## src/include/ring_settings.svh

```systemverilog
`ifndef RING_SETTINGS_SVH
`define RING_SETTINGS_SVH

// ==========================================================================
// ring sizing
// ==========================================================================

// memory tiles on the ring, tile 0 is the host
`define RING_NUM_MEM_TILES 3

// words held by each memory tile
`define RING_MEM_DEPTH 16

// entries per message queue
`define RING_FIFO_DEPTH 4

// request tag width, sets how many requests may be in flight
`define RING_TAG_W 4

`endif
```

## src/source/ring_pkg.sv

```systemverilog
`include "ring_settings.svh"

package ring_pkg;

    // ======================================================================
    // on-ring message format
    // ======================================================================

    typedef logic [7:0]             tileIdT;  // tile number, 0 is the host
    typedef logic [`RING_TAG_W-1:0] tagT;     // pairs a response with its request

    localparam tileIdT HOST_ID = 8'd0;

    // requests travel on the req ring, answers on the rsp ring
    typedef enum logic [1:0] {
        RD     = 2'b00,
        WR     = 2'b01,
        RD_RSP = 2'b10,
        WR_RSP = 2'b11
    } ringOpcodeT;

    // one ring slot, same layout on both rings
    typedef struct packed {
        logic        valid;   // slot occupied
        tileIdT      dest;    // tile that ejects it
        tileIdT      src;     // tile that sent it
        tagT         tag;
        ringOpcodeT  opcode;
        logic [31:0] address; // upper byte is the tile
        logic [31:0] data;
    } ringMsgT;

endpackage

```

## src/source/tile_pkg.sv

```systemverilog
package tile_pkg;
    import ring_pkg::*;

    // ======================================================================
    // host port payloads
    // ======================================================================

    // request as the host hands it over
    typedef struct packed {
        ringOpcodeT  opcode;  // RD or WR
        logic [31:0] address; // [31:24] selects the tile
        logic [31:0] data;    // write data, don't care on RD
        tagT         tag;
    } hostReqT;

    // answer returned to the host, ring routing fields stripped
    typedef struct packed {
        ringOpcodeT  opcode;  // RD_RSP or WR_RSP
        logic [31:0] data;    // read word or echoed write data
        tagT         tag;     // copied from the request
    } hostRspT;

endpackage

```

## src/source/lotrRing.sv

```systemverilog
`timescale 1ns/10ps
`include "ring_settings.svh"

module lotrRing
    import ring_pkg::*;
    import tile_pkg::*;
(
    input  logic    QClk,
    input  logic    rst,
    input  logic    reqValid,
    output logic    reqReady,
    input  hostReqT req,
    output logic    rspValid,
    input  logic    rspReady,
    output hostRspT rsp
);

    localparam int NUM_MEM = `RING_NUM_MEM_TILES;

    // index k is driven by tile k, tile k listens on k-1
    ringMsgT reqRing [NUM_MEM + 1];
    ringMsgT rspRing [NUM_MEM + 1];

    // ======================================================================
    // host tile closes both rings
    // ======================================================================

    hostTile u_hostTile (
        .QClk     (QClk),
        .rst      (rst),
        .reqValid (reqValid),
        .reqReady (reqReady),
        .req      (req),
        .rspValid (rspValid),
        .rspReady (rspReady),
        .rsp      (rsp),
        .reqIn    (reqRing[NUM_MEM]),   // wrap from the last tile
        .reqOut   (reqRing[0]),
        .rspIn    (rspRing[NUM_MEM]),
        .rspOut   (rspRing[0])
    );

    // ======================================================================
    // memory tiles 1 .. NUM_MEM
    // ======================================================================

    for (genvar k = 1; k <= NUM_MEM; k++) begin : genMemTile
        memTile #(.TILE_ID(tileIdT'(k))) u_memTile (
            .QClk   (QClk),
            .rst    (rst),
            .reqIn  (reqRing[k-1]),
            .reqOut (reqRing[k]),
            .rspIn  (rspRing[k-1]),
            .rspOut (rspRing[k])
        );
    end

endmodule

```

## src/source/hostTile.sv

```systemverilog
`timescale 1ns/10ps

module hostTile
    import ring_pkg::*;
    import tile_pkg::*;
(
    input  logic    QClk,
    input  logic    rst,
    // host port
    input  logic    reqValid,
    output logic    reqReady,
    input  hostReqT req,
    output logic    rspValid,
    input  logic    rspReady,
    output hostRspT rsp,
    // rings
    input  ringMsgT reqIn,
    output ringMsgT reqOut,
    input  ringMsgT rspIn,
    output ringMsgT rspOut
);

    hostReqT reqQData;
    logic    reqQValid;
    logic    reqQReady;  // slot free on the req ring
    ringMsgT reqMsg;
    ringMsgT rspMsg;
    logic    ejValid;
    logic    ejReady;
    hostRspT rspStrip;

    // ======================================================================
    // request path, host port -> queue -> req ring
    // ======================================================================

    msgFifo #(.payloadT(hostReqT)) u_reqFifo (
        .QClk     (QClk),
        .rst      (rst),
        .inValid  (reqValid),
        .inReady  (reqReady),   // low when full
        .inData   (req),
        .outValid (reqQValid),
        .outReady (reqQReady),
        .outData  (reqQData)
    );

    always_comb begin
        reqMsg.valid   = 1'b1;
        reqMsg.dest    = reqQData.address[31:24]; // no range check here
        reqMsg.src     = HOST_ID;
        reqMsg.tag     = reqQData.tag;
        reqMsg.opcode  = reqQData.opcode;
        reqMsg.address = reqQData.address;
        reqMsg.data    = reqQData.data;
    end

    ringStop #(.TILE_ID(HOST_ID)) u_reqStop (
        .QClk        (QClk),
        .rst         (rst),
        .ringIn      (reqIn),
        .ringOut     (reqOut),
        .ejectValid  (),
        .ejectReady  (1'b0),
        .ejectMsg    (),
        .injectValid (reqQValid),
        .injectReady (reqQReady),
        .injectMsg   (reqMsg)
    );

    // ======================================================================
    // response path, rsp ring -> queue -> host port
    // ======================================================================

    ringStop #(.TILE_ID(HOST_ID)) u_rspStop (
        .QClk        (QClk),
        .rst         (rst),
        .ringIn      (rspIn),
        .ringOut     (rspOut),
        .ejectValid  (ejValid),
        .ejectReady  (ejReady), // full queue keeps answers circling
        .ejectMsg    (rspMsg),
        .injectValid (1'b0),
        .injectReady (),
        .injectMsg   ('0)
    );

    // drop the routing fields
    assign rspStrip.opcode = rspMsg.opcode;
    assign rspStrip.data   = rspMsg.data;
    assign rspStrip.tag    = rspMsg.tag;

    msgFifo #(.payloadT(hostRspT)) u_rspFifo (
        .QClk     (QClk),
        .rst      (rst),
        .inValid  (ejValid),
        .inReady  (ejReady),
        .inData   (rspStrip),
        .outValid (rspValid),
        .outReady (rspReady),
        .outData  (rsp)
    );

endmodule

```

## src/source/memTile.sv

```systemverilog
`timescale 1ns/10ps
`include "ring_settings.svh"

module memTile
    import ring_pkg::*;
#(
    parameter tileIdT TILE_ID = 8'd1
) (
    input  logic    QClk,
    input  logic    rst,
    input  ringMsgT reqIn,
    output ringMsgT reqOut,
    input  ringMsgT rspIn,
    output ringMsgT rspOut
);

    localparam int MEM_DEPTH = `RING_MEM_DEPTH;
    localparam int WORD_W    = $clog2(MEM_DEPTH);

    logic [31:0]       mem [MEM_DEPTH];
    ringMsgT           reqMsg;     // request leaving the req ring
    ringMsgT           rspMsg;     // answer built from it
    ringMsgT           rspQData;
    logic              ejValid;
    logic              ejReady;    // response queue has room
    logic              rspQValid;
    logic              rspQReady;
    logic              reqFire;
    logic              memWrite;
    logic [WORD_W-1:0] wordIdx;

    // ======================================================================
    // request ring, eject only when the answer can be queued
    // ======================================================================

    ringStop #(.TILE_ID(TILE_ID)) u_reqStop (
        .QClk        (QClk),
        .rst         (rst),
        .ringIn      (reqIn),
        .ringOut     (reqOut),
        .ejectValid  (ejValid),
        .ejectReady  (ejReady),
        .ejectMsg    (reqMsg),
        .injectValid (1'b0),    // memory tiles never issue requests
        .injectReady (),
        .injectMsg   ('0)
    );

    assign wordIdx  = reqMsg.address[WORD_W-1:0];   // word index, not byte
    assign reqFire  = ejValid && ejReady;
    assign memWrite = reqFire && (reqMsg.opcode == WR);

    always_ff @(posedge QClk) begin
        if (memWrite) mem[wordIdx] <= reqMsg.data;
    end

    // answer goes back to whoever asked
    always_comb begin
        rspMsg         = reqMsg;
        rspMsg.valid   = 1'b1;
        rspMsg.dest    = reqMsg.src;
        rspMsg.src     = TILE_ID;
        rspMsg.opcode  = (reqMsg.opcode == WR) ? WR_RSP : RD_RSP;
        rspMsg.data    = (reqMsg.opcode == WR) ? reqMsg.data : mem[wordIdx];
    end

    msgFifo #(.payloadT(ringMsgT)) u_rspFifo (
        .QClk     (QClk),
        .rst      (rst),
        .inValid  (ejValid),    // queued on the ejection edge
        .inReady  (ejReady),
        .inData   (rspMsg),
        .outValid (rspQValid),
        .outReady (rspQReady),
        .outData  (rspQData)
    );

    // ======================================================================
    // response ring, inject only
    // ======================================================================

    ringStop #(.TILE_ID(TILE_ID)) u_rspStop (
        .QClk        (QClk),
        .rst         (rst),
        .ringIn      (rspIn),
        .ringOut     (rspOut),
        .ejectValid  (),
        .ejectReady  (1'b0),    // no response is ever addressed here
        .ejectMsg    (),
        .injectValid (rspQValid),
        .injectReady (rspQReady),
        .injectMsg   (rspQData)
    );

endmodule

```

## src/source/ringStop.sv

```systemverilog
`timescale 1ns/10ps

module ringStop
    import ring_pkg::*;
#(
    parameter tileIdT TILE_ID = 8'd0
) (
    input  logic    QClk,
    input  logic    rst,
    // ring side
    input  ringMsgT ringIn,
    output ringMsgT ringOut,
    // toward the tile
    output logic    ejectValid,
    input  logic    ejectReady,
    output ringMsgT ejectMsg,
    // from the tile
    input  logic    injectValid,
    output logic    injectReady,
    input  ringMsgT injectMsg
);

    ringMsgT slotQ;     // hop register, one clock per stop
    ringMsgT slotNext;
    logic    destHit;
    logic    ejectFire;
    logic    slotFree;

    // ======================================================================
    // eject decision
    // ======================================================================

    assign destHit    = ringIn.valid && (ringIn.dest == TILE_ID);
    assign ejectValid = destHit;
    assign ejectMsg   = ringIn;
    assign ejectFire  = destHit && ejectReady; // no room leaves it circling

    // outgoing slot is free if nothing came in or it was just taken off
    assign slotFree    = !ringIn.valid || ejectFire;
    assign injectReady = slotFree;

    // ======================================================================
    // next slot
    // ======================================================================

    always_comb begin
        slotNext = ringIn; // forward unchanged
        if (slotFree) begin
            slotNext       = injectMsg;
            slotNext.valid = injectValid; // empty slot unless the tile offers one
        end
    end

    // only the valid bit needs clearing, payload is don't care when empty
    always_ff @(posedge QClk) begin
        if (rst) begin
            slotQ.valid <= 1'b0;
        end else begin
            slotQ <= slotNext;
        end
    end

    assign ringOut = slotQ;

endmodule

```

## src/source/msgFifo.sv

```systemverilog
`timescale 1ns/10ps
`include "ring_settings.svh"

module msgFifo #(
    parameter type payloadT = logic
) (
    input  logic    QClk,
    input  logic    rst,
    input  logic    inValid,
    output logic    inReady,
    input  payloadT inData,
    output logic    outValid,
    input  logic    outReady,
    output payloadT outData
);

    localparam int DEPTH = `RING_FIFO_DEPTH;
    localparam int PTR_W = (DEPTH > 1) ? $clog2(DEPTH) : 1;
    localparam int CNT_W = $clog2(DEPTH + 1);

    payloadT          mem [DEPTH];  // storage, no reset needed
    logic [PTR_W-1:0] wrPtr;
    logic [PTR_W-1:0] rdPtr;
    logic [CNT_W-1:0] count;        // entries held
    logic             pushEn;
    logic             popEn;

    // wrap at DEPTH, depth need not be a power of two
    function automatic logic [PTR_W-1:0] nextPtr(input logic [PTR_W-1:0] ptr);
        return (ptr == PTR_W'(DEPTH - 1)) ? '0 : ptr + PTR_W'(1);
    endfunction

    assign inReady  = (count != CNT_W'(DEPTH)); // not full
    assign outValid = (count != '0);            // not empty
    assign outData  = mem[rdPtr];               // head always visible
    assign pushEn   = inValid && inReady;
    assign popEn    = outValid && outReady;

    always_ff @(posedge QClk) begin
        if (rst) begin
            wrPtr <= '0;
            rdPtr <= '0;
            count <= '0;
        end else begin
            if (pushEn) wrPtr <= nextPtr(wrPtr);
            if (popEn)  rdPtr <= nextPtr(rdPtr);
            case ({pushEn, popEn})
                2'b10:   count <= count + CNT_W'(1);
                2'b01:   count <= count - CNT_W'(1);
                default: count <= count; // both or neither, level unchanged
            endcase
        end
    end

    always_ff @(posedge QClk) begin
        if (pushEn) mem[wrPtr] <= inData;
    end

endmodule

```

## config.mk

```make
export PLATFORM = sky130hd
export DESIGN_NAME = lotrRing
export DESIGN_NICKNAME = d
export VERILOG_FILES = /design/src/source/ring_pkg.sv /design/src/source/tile_pkg.sv /design/src/source/lotrRing.sv /design/src/source/hostTile.sv /design/src/source/memTile.sv /design/src/source/ringStop.sv /design/src/source/msgFifo.sv
export VERILOG_INCLUDE_DIRS = /design/src /design/src/include
export SDC_FILE = /design/constraint.sdc
export NUM_CORES = 2
export LEC_CHECK = 0
export BUFFER_PORTS_ARGS = -buffer_cell sky130_fd_sc_hd__buf_2
export CAP_MARGIN = 20
export CORE_MARGIN = 1
export CORE_UTILIZATION = 45
export CTS_CLUSTER_SIZE = 25
export DETAILED_ROUTE_END_ITERATION = 8
export PLACE_DENSITY_LB_ADDON = 0.3
export SLEW_MARGIN = 20
export SYNTH_ARGS = -nofsm -noshare
export SYNTH_HDL_FRONTEND = slang
export SYNTH_HIERARCHICAL = 1
export SYNTH_SLANG_ARGS = --single-unit
```

## constraint.sdc

```tcl
create_clock -name QClk -period 5.2 [get_ports QClk]
set_clock_uncertainty 0.1 [all_clocks]
set_input_delay 0.26 -clock QClk [delete_from_list [all_inputs] [get_ports QClk]]
set_output_delay 0.26 -clock QClk [all_outputs]
set_load 0.01 [all_outputs]
```

After elaboration in Yosys (flattened, before gate mapping). Memory sizes are Yosys's and may differ from the RTL's. A register that Yosys moved wholly into a read port is not among the register bits. Cells that the tools add are included.

Input port bits: 74. Register bits after elaboration: 731. Logic and storage cells: 230. Memories: 8. Memory bits (writable): 2892.

Add/subtract/negate cells: 20. Equal/unequal tests: 31. Reductions and logical operators: 44. Multiplexer cells: 56.

Memory list: genMemTile[1].u_memTile.mem (words 16, bits a word 32, rd ports 1, clocked after Yosys merged registers in 1, wr ports 1, RTL line memTile.sv:20) `logic [31:0] mem [MEM_DEPTH];`; genMemTile[2].u_memTile.mem (words 16, bits a word 32, rd ports 1, clocked after Yosys merged registers in 1, wr ports 1, RTL line memTile.sv:20); genMemTile[3].u_memTile.mem (words 16, bits a word 32, rd ports 1, clocked after Yosys merged registers in 1, wr ports 1, RTL line memTile.sv:20); genMemTile[1].u_memTile.u_rspFifo.mem (words 4, bits a word 77, rd ports 1, clocked after Yosys merged registers in 1, wr ports 1, RTL line msgFifo.sv:21) `payloadT mem [DEPTH];`; genMemTile[2].u_memTile.u_rspFifo.mem (words 4, bits a word 77, rd ports 1, clocked after Yosys merged registers in 1, wr ports 1, RTL line msgFifo.sv:21); genMemTile[3].u_memTile.u_rspFifo.mem (words 4, bits a word 77, rd ports 1, clocked after Yosys merged registers in 1, wr ports 1, RTL line msgFifo.sv:21); +2 memories.

Operators with widths (number): 87-bit 2-to-1 mux (4); 32-bit 2-to-1 mux (3); 2-bit 2-to-1 mux (20); 2-bit == test, second input constant (15); 3-bit case mux with 2 select lines (5); 2-bit by 1-bit adder with 2-bit output, second input constant (10); 4-bit 2-to-1 mux (5); 1-bit 2-to-1 mux (19); 1-bit logical AND (17); 2-bit by 1-bit == test with 1-bit output, second input constant (8); 8-bit by 2-bit == test with 1-bit output, second input constant (2); 3-bit by 1-bit adder with 3-bit output, second input constant (5); 3-bit != test, second input constant (5); 3-bit nonzero test (5); 3-bit by 1-bit subtractor with 3-bit output, second input constant (5); 2-bit nonzero test (5); 8-bit by 1-bit == test with 1-bit output, second input constant (1); 1-bit logical NOT (8); 8-bit logical NOT (1); 2-bit OR reduction (4); 1-bit logical OR (4).

Longest topological paths before layout.
Word-level depth: 6. Depth in mapped cells: 13.

By module. The synthesis kept the hierarchy.

By module, submodules not included: memTile (instances 3, sequential area each 15374.7 sq um, area an instance 19970.4 sq um, cells an instance 1052); msgFifo (genMemTile[1].u_memTile.u_rspFifo ...) (instances 3, sequential area each 10630.2 sq um, area an instance 13025.0 sq um, cells an instance 507); ringStop (genMemTile[1].u_memTile.u_reqStop ...) (instances 4, sequential area each 2602.5 sq um, area an instance 4717.0 sq um, cells an instance 277); msgFifo (u_hostTile.u_reqFifo) (instances 1, sequential area each 8588.2 sq um, area an instance 10571.4 sq um, cells an instance 418); ringStop (u_hostTile.u_reqStop ...) (instances 2, sequential area each 2602.5 sq um, area an instance 4709.5 sq um, cells an instance 277); ringStop (genMemTile[3].u_memTile.u_reqStop ...) (instances 2, sequential area each 2602.5 sq um, area an instance 4391.7 sq um, cells an instance 283); msgFifo (u_hostTile.u_rspFifo) (instances 1, sequential area each 4744.6 sq um, area an instance 5964.5 sq um, cells an instance 250); hostTile (instances 1, sequential area each 0.0 sq um, area an instance 7.5 sq um, cells an instance 2).

Worst setup path after synthesis. Ideal clock, no wire load.

Path type: register to register. Start point: register genMemTile[2].u_memTile.u_reqStop.slotQ, in the netlist genMemTile[2].u_memTile/u_reqStop/ringOut[86]. End point: memory genMemTile[3].u_memTile.mem[12][0], in the netlist genMemTile[3].u_memTile/mem[3][0], enable pin. Arrival: 4.065 ns. Stages on the path, launching flop included: 7. Clock period less this slack: 4.626 ns. Data required time: 4.639 ns. Path slack: 0.574 ns. Cells stage by stage: dfxtp_1 buf_4 or4b_4 nor4_1 and3_1 nand3_1 nor3_1.

Cells in the longest elaborated chain, start to end: 5.

Ends and longest elaborated chain: start: declaration (RTL line ringStop.sv:23) `ringMsgT slotQ;`; start signal: assignment (RTL line ringStop.sv:59) `slotQ <= slotNext;`; 1-bit logical AND (RTL line ringStop.sv:33) `assign destHit = ringIn.valid && (ringIn.dest == TILE_ID);`; via genMemTile[3].u_memTile.ejValid (RTL line memTile.sv:24) `logic ejValid;`; 1-bit logical AND (RTL line memTile.sv:50) `assign reqFire = ejValid && ejReady;`; 1-bit logical AND (RTL line memTile.sv:51) `assign memWrite = reqFire && (reqMsg.opcode == WR);`; 1-bit 2-to-1 mux (RTL line memTile.sv:54) `if (memWrite) mem[wordIdx] <= reqMsg.data;`; 1-bit 2-to-1 mux (not written as such) (RTL line memTile.sv:54); end: declaration (RTL line memTile.sv:20).

The timed path passes the listed nets, and every way through them passes these cells.

Worst setup path in the final report.
Start point: register genMemTile[1].u_memTile.u_reqStop.slotQ, in the netlist genMemTile[1].u_memTile/u_reqStop/ringOut[78]. End point: memory genMemTile[2].u_memTile.mem[60][3], in the netlist genMemTile[2].u_memTile/mem[15][3], enable pin.

Cells in the longest elaborated chain, start to end: 6.

Ends and longest elaborated chain (RTL line): start: declaration (ringStop.sv:23); start signal: assignment (ringStop.sv:59); 8-bit by 2-bit == test with 1-bit output (ringStop.sv:33); 1-bit logical AND (ringStop.sv:33); via genMemTile[2].u_memTile.ejValid (memTile.sv:24); 1-bit logical AND (memTile.sv:50); 1-bit logical AND (memTile.sv:51); 1-bit 2-to-1 mux (memTile.sv:54); 1-bit 2-to-1 mux (not written as such) (memTile.sv:54); end: declaration (memTile.sv:20).

The timed path passes the listed nets, and every way through them passes these cells.

==> results.tsv <==
metric	value	unit
CP Launch Type	flop	
Mean Syn Cell Area	20.1	um2
Fmax	276	MHz
WL per Instance	27.6	um
most frequent cells in the layout	2856 x edfxtp_1, 482 x mux2i_1, 376 x mux4_2	
initial antenna violation count	18	
Hold Fails Final Rpt	0	
Leak	43.9	nW
critical path capture point type	flop	
setup_tns	0	ps
via count	55200	
worst-skew pair later-pin latency	950	ps
reg2reg end	genMemTile[2].u_memTile/mem[15][3]	
Die ar.	0.260	mm2
Worst-Margin Slew	1180	ps
final std cells w/o fill	9819	
worst hold path class	in -> reg	
total design power	0.0578	W
max cap viols	0	
final setup fails	0	
placed cells	9151	
DP HPWL	166000	um
gr ovfl total	0	
vias in the first global route	54400	
Slew HR	21.1	%
CTS buffer count	318	
row count	186	
die height	510	um
CP max FO	22	
vias per cell	5.62	
failing checks	antenna violations	
power density cells	442	mW/mm2
Worst IR Drop VDD	442	uV
Flop pwr share	49.9	%
Comb power frac	12.5	%
die width	510	um
Layout fillers	20200	
clock network fraction of total power	37.6	%
RR Startpoint	genMemTile[1].u_memTile/u_reqStop/ringOut[78]	
clk slew on worst S/H paths	60	ps
worst reg2reg path depth	6	
Slew Limit Fails	0	
Max Root-Sink Buffers	4	
Critical Path RT	5720	ps
Tcrit/Tclk final	69.8	%
I/O Buffers	93	
Worst Path Arrival	4150	ps
nets@finish	6298	
pin count of the biggest net entering global routing	116	
CTS tree	done	
crit path time final	3630	ps
Area Growth Syn to Fin	12.7	%
clock root buffer	clkbuf_16	
Post-Syn Instances	5772	
final WL	271000	um
1st-iter DRT viols	6059	
cts repair resizes	0	
setup bufs post-CTS	0	
internal power	0.0435	W
synthesized area	0.116	mm2
Final ANT Viol Nets	1	
first-pass GRT wire length	385000	um
RSZ-0062 raised after global routing	no	
commonest non-fill, non-tap cell in the layout	edfxtp_1	
IO Pins	114	
R2R setup slack	1570	ps
Critical Path End	genMemTile[2].u_memTile/mem[15][3]	
H-tree depth	5	
Sw Ratio	24.8	%
global placer's final weighted congestion	0.816	
DRC	0	
GR Util All Layers	20.7	%
kind of critical path	reg -> reg	
layout cells sized above 1	25.0	%
Crit. Startpoint	genMemTile[1].u_memTile/u_reqStop/ringOut[78]	
Synth warnings	6	
status	finished with violations	
Sw Pwr	0.0143	W
TritonRoute pass-1 iters	6	
Sink Count	2909	
Starting Density	45.2	%
core footprint	0.257	mm2
## area by class of cell
class | count | area (um2) | share of cell area [%]
diodes | 8 | 20.0 | 0.0153
clock buffers | 396 | 8510 | 6.50
clock inverters | 162 | 1510 | 1.16
inverters | 55 | 251 | 0.192
multi-input cells | 2537 | 26600 | 20.3
flip-flops and latches | 2909 | 86800 | 66.4
well taps | 3384 | 4230 | 3.24
repair buffers | 368 | 2920 | 2.23
## sequential cells by signal, indices dropped and copies added (netlist names), 47 cells and up, named ones only
signal,cells
u_hostTile/u_rspFifo/mem,152
u_hostTile/u_rspStop/ringOut,47
genMemTile.u_memTile/u_rspStop/ringOut,141
genMemTile.u_memTile/mem,1536
u_hostTile/u_reqStop/ringOut,59
genMemTile.u_memTile/u_rspFifo/mem,552
u_hostTile/u_reqFifo/mem,200
genMemTile.u_memTile/u_reqStop/ringOut,177
## metrics by stage
stage / cell area (um2) / hold WS (ps) / setup WS, ps / utilization, %
2_1_floorplan: 117000 / 229 / 600 / -
6_report: 131000 / 59.9 / 1570 / 51.0
3_5_place_dp: 120000 / 376 / 1580 / 46.7
5_1_grt: 131000 / 2.97 / 1420 / 51.0
3_3_place_gp: 120000 / 364 / 1610 / 46.6
4_1_cts: 131000 / 1.80 / 1560 / 50.9
## worst max-delay path, stage by stage, from the launching register on
cell and delay, ps:
edfxtp_1 380, nor3b_1 430, and3_2 390, and3_1 420, nand3_1 360, nor2_4 920, buf_4 310
## power groups by stage
stage,Sequential [W],Clock (W),Combinational [W]
floorplan,0.0282,0,0.00581
global placement,0.0293,0,0.00704
detailed placement,0.0294,0,0.00718
CTS,0.0289,0.0221,0.00726
global route,0.0290,0.0230,0.00757
finish,0.0289,0.0217,0.00723
## worst min-delay path by stage
stage	startpoint	endpoint	cells past startpoint
finish	req[61]	u_hostTile/u_reqFifo/mem[3][61]	2
detailed placement	req[33]	u_hostTile/u_reqFifo/mem[0][33]	1
CTS	req[61]	u_hostTile/u_reqFifo/mem[3][61]	2
floorplan	rst	genMemTile[3].u_memTile/u_reqStop/ringOut[86]	1
global placement	genMemTile[3].u_memTile/u_rspFifo/rdPtr[0]	flop	2
global route	req[61]	u_hostTile/u_reqFifo/mem[3][61]	2
## timing repair
item                                    in CTS  in global routing
endpoints found under the setup margin       0                  0
hold buffers                                99                  0
hold endpoints to repair                   254                  0
## routing by layer
layer	vias to the layer above	routed length [um]	global-route usage, %
met5	-	0	0
met4	0	7520	6.22
met3	391	20200	3.48
met2	2036	126000	32.2
met1	29000	117000	30.0
li1	23700	-	-
(Power assumes the default switching activity.)
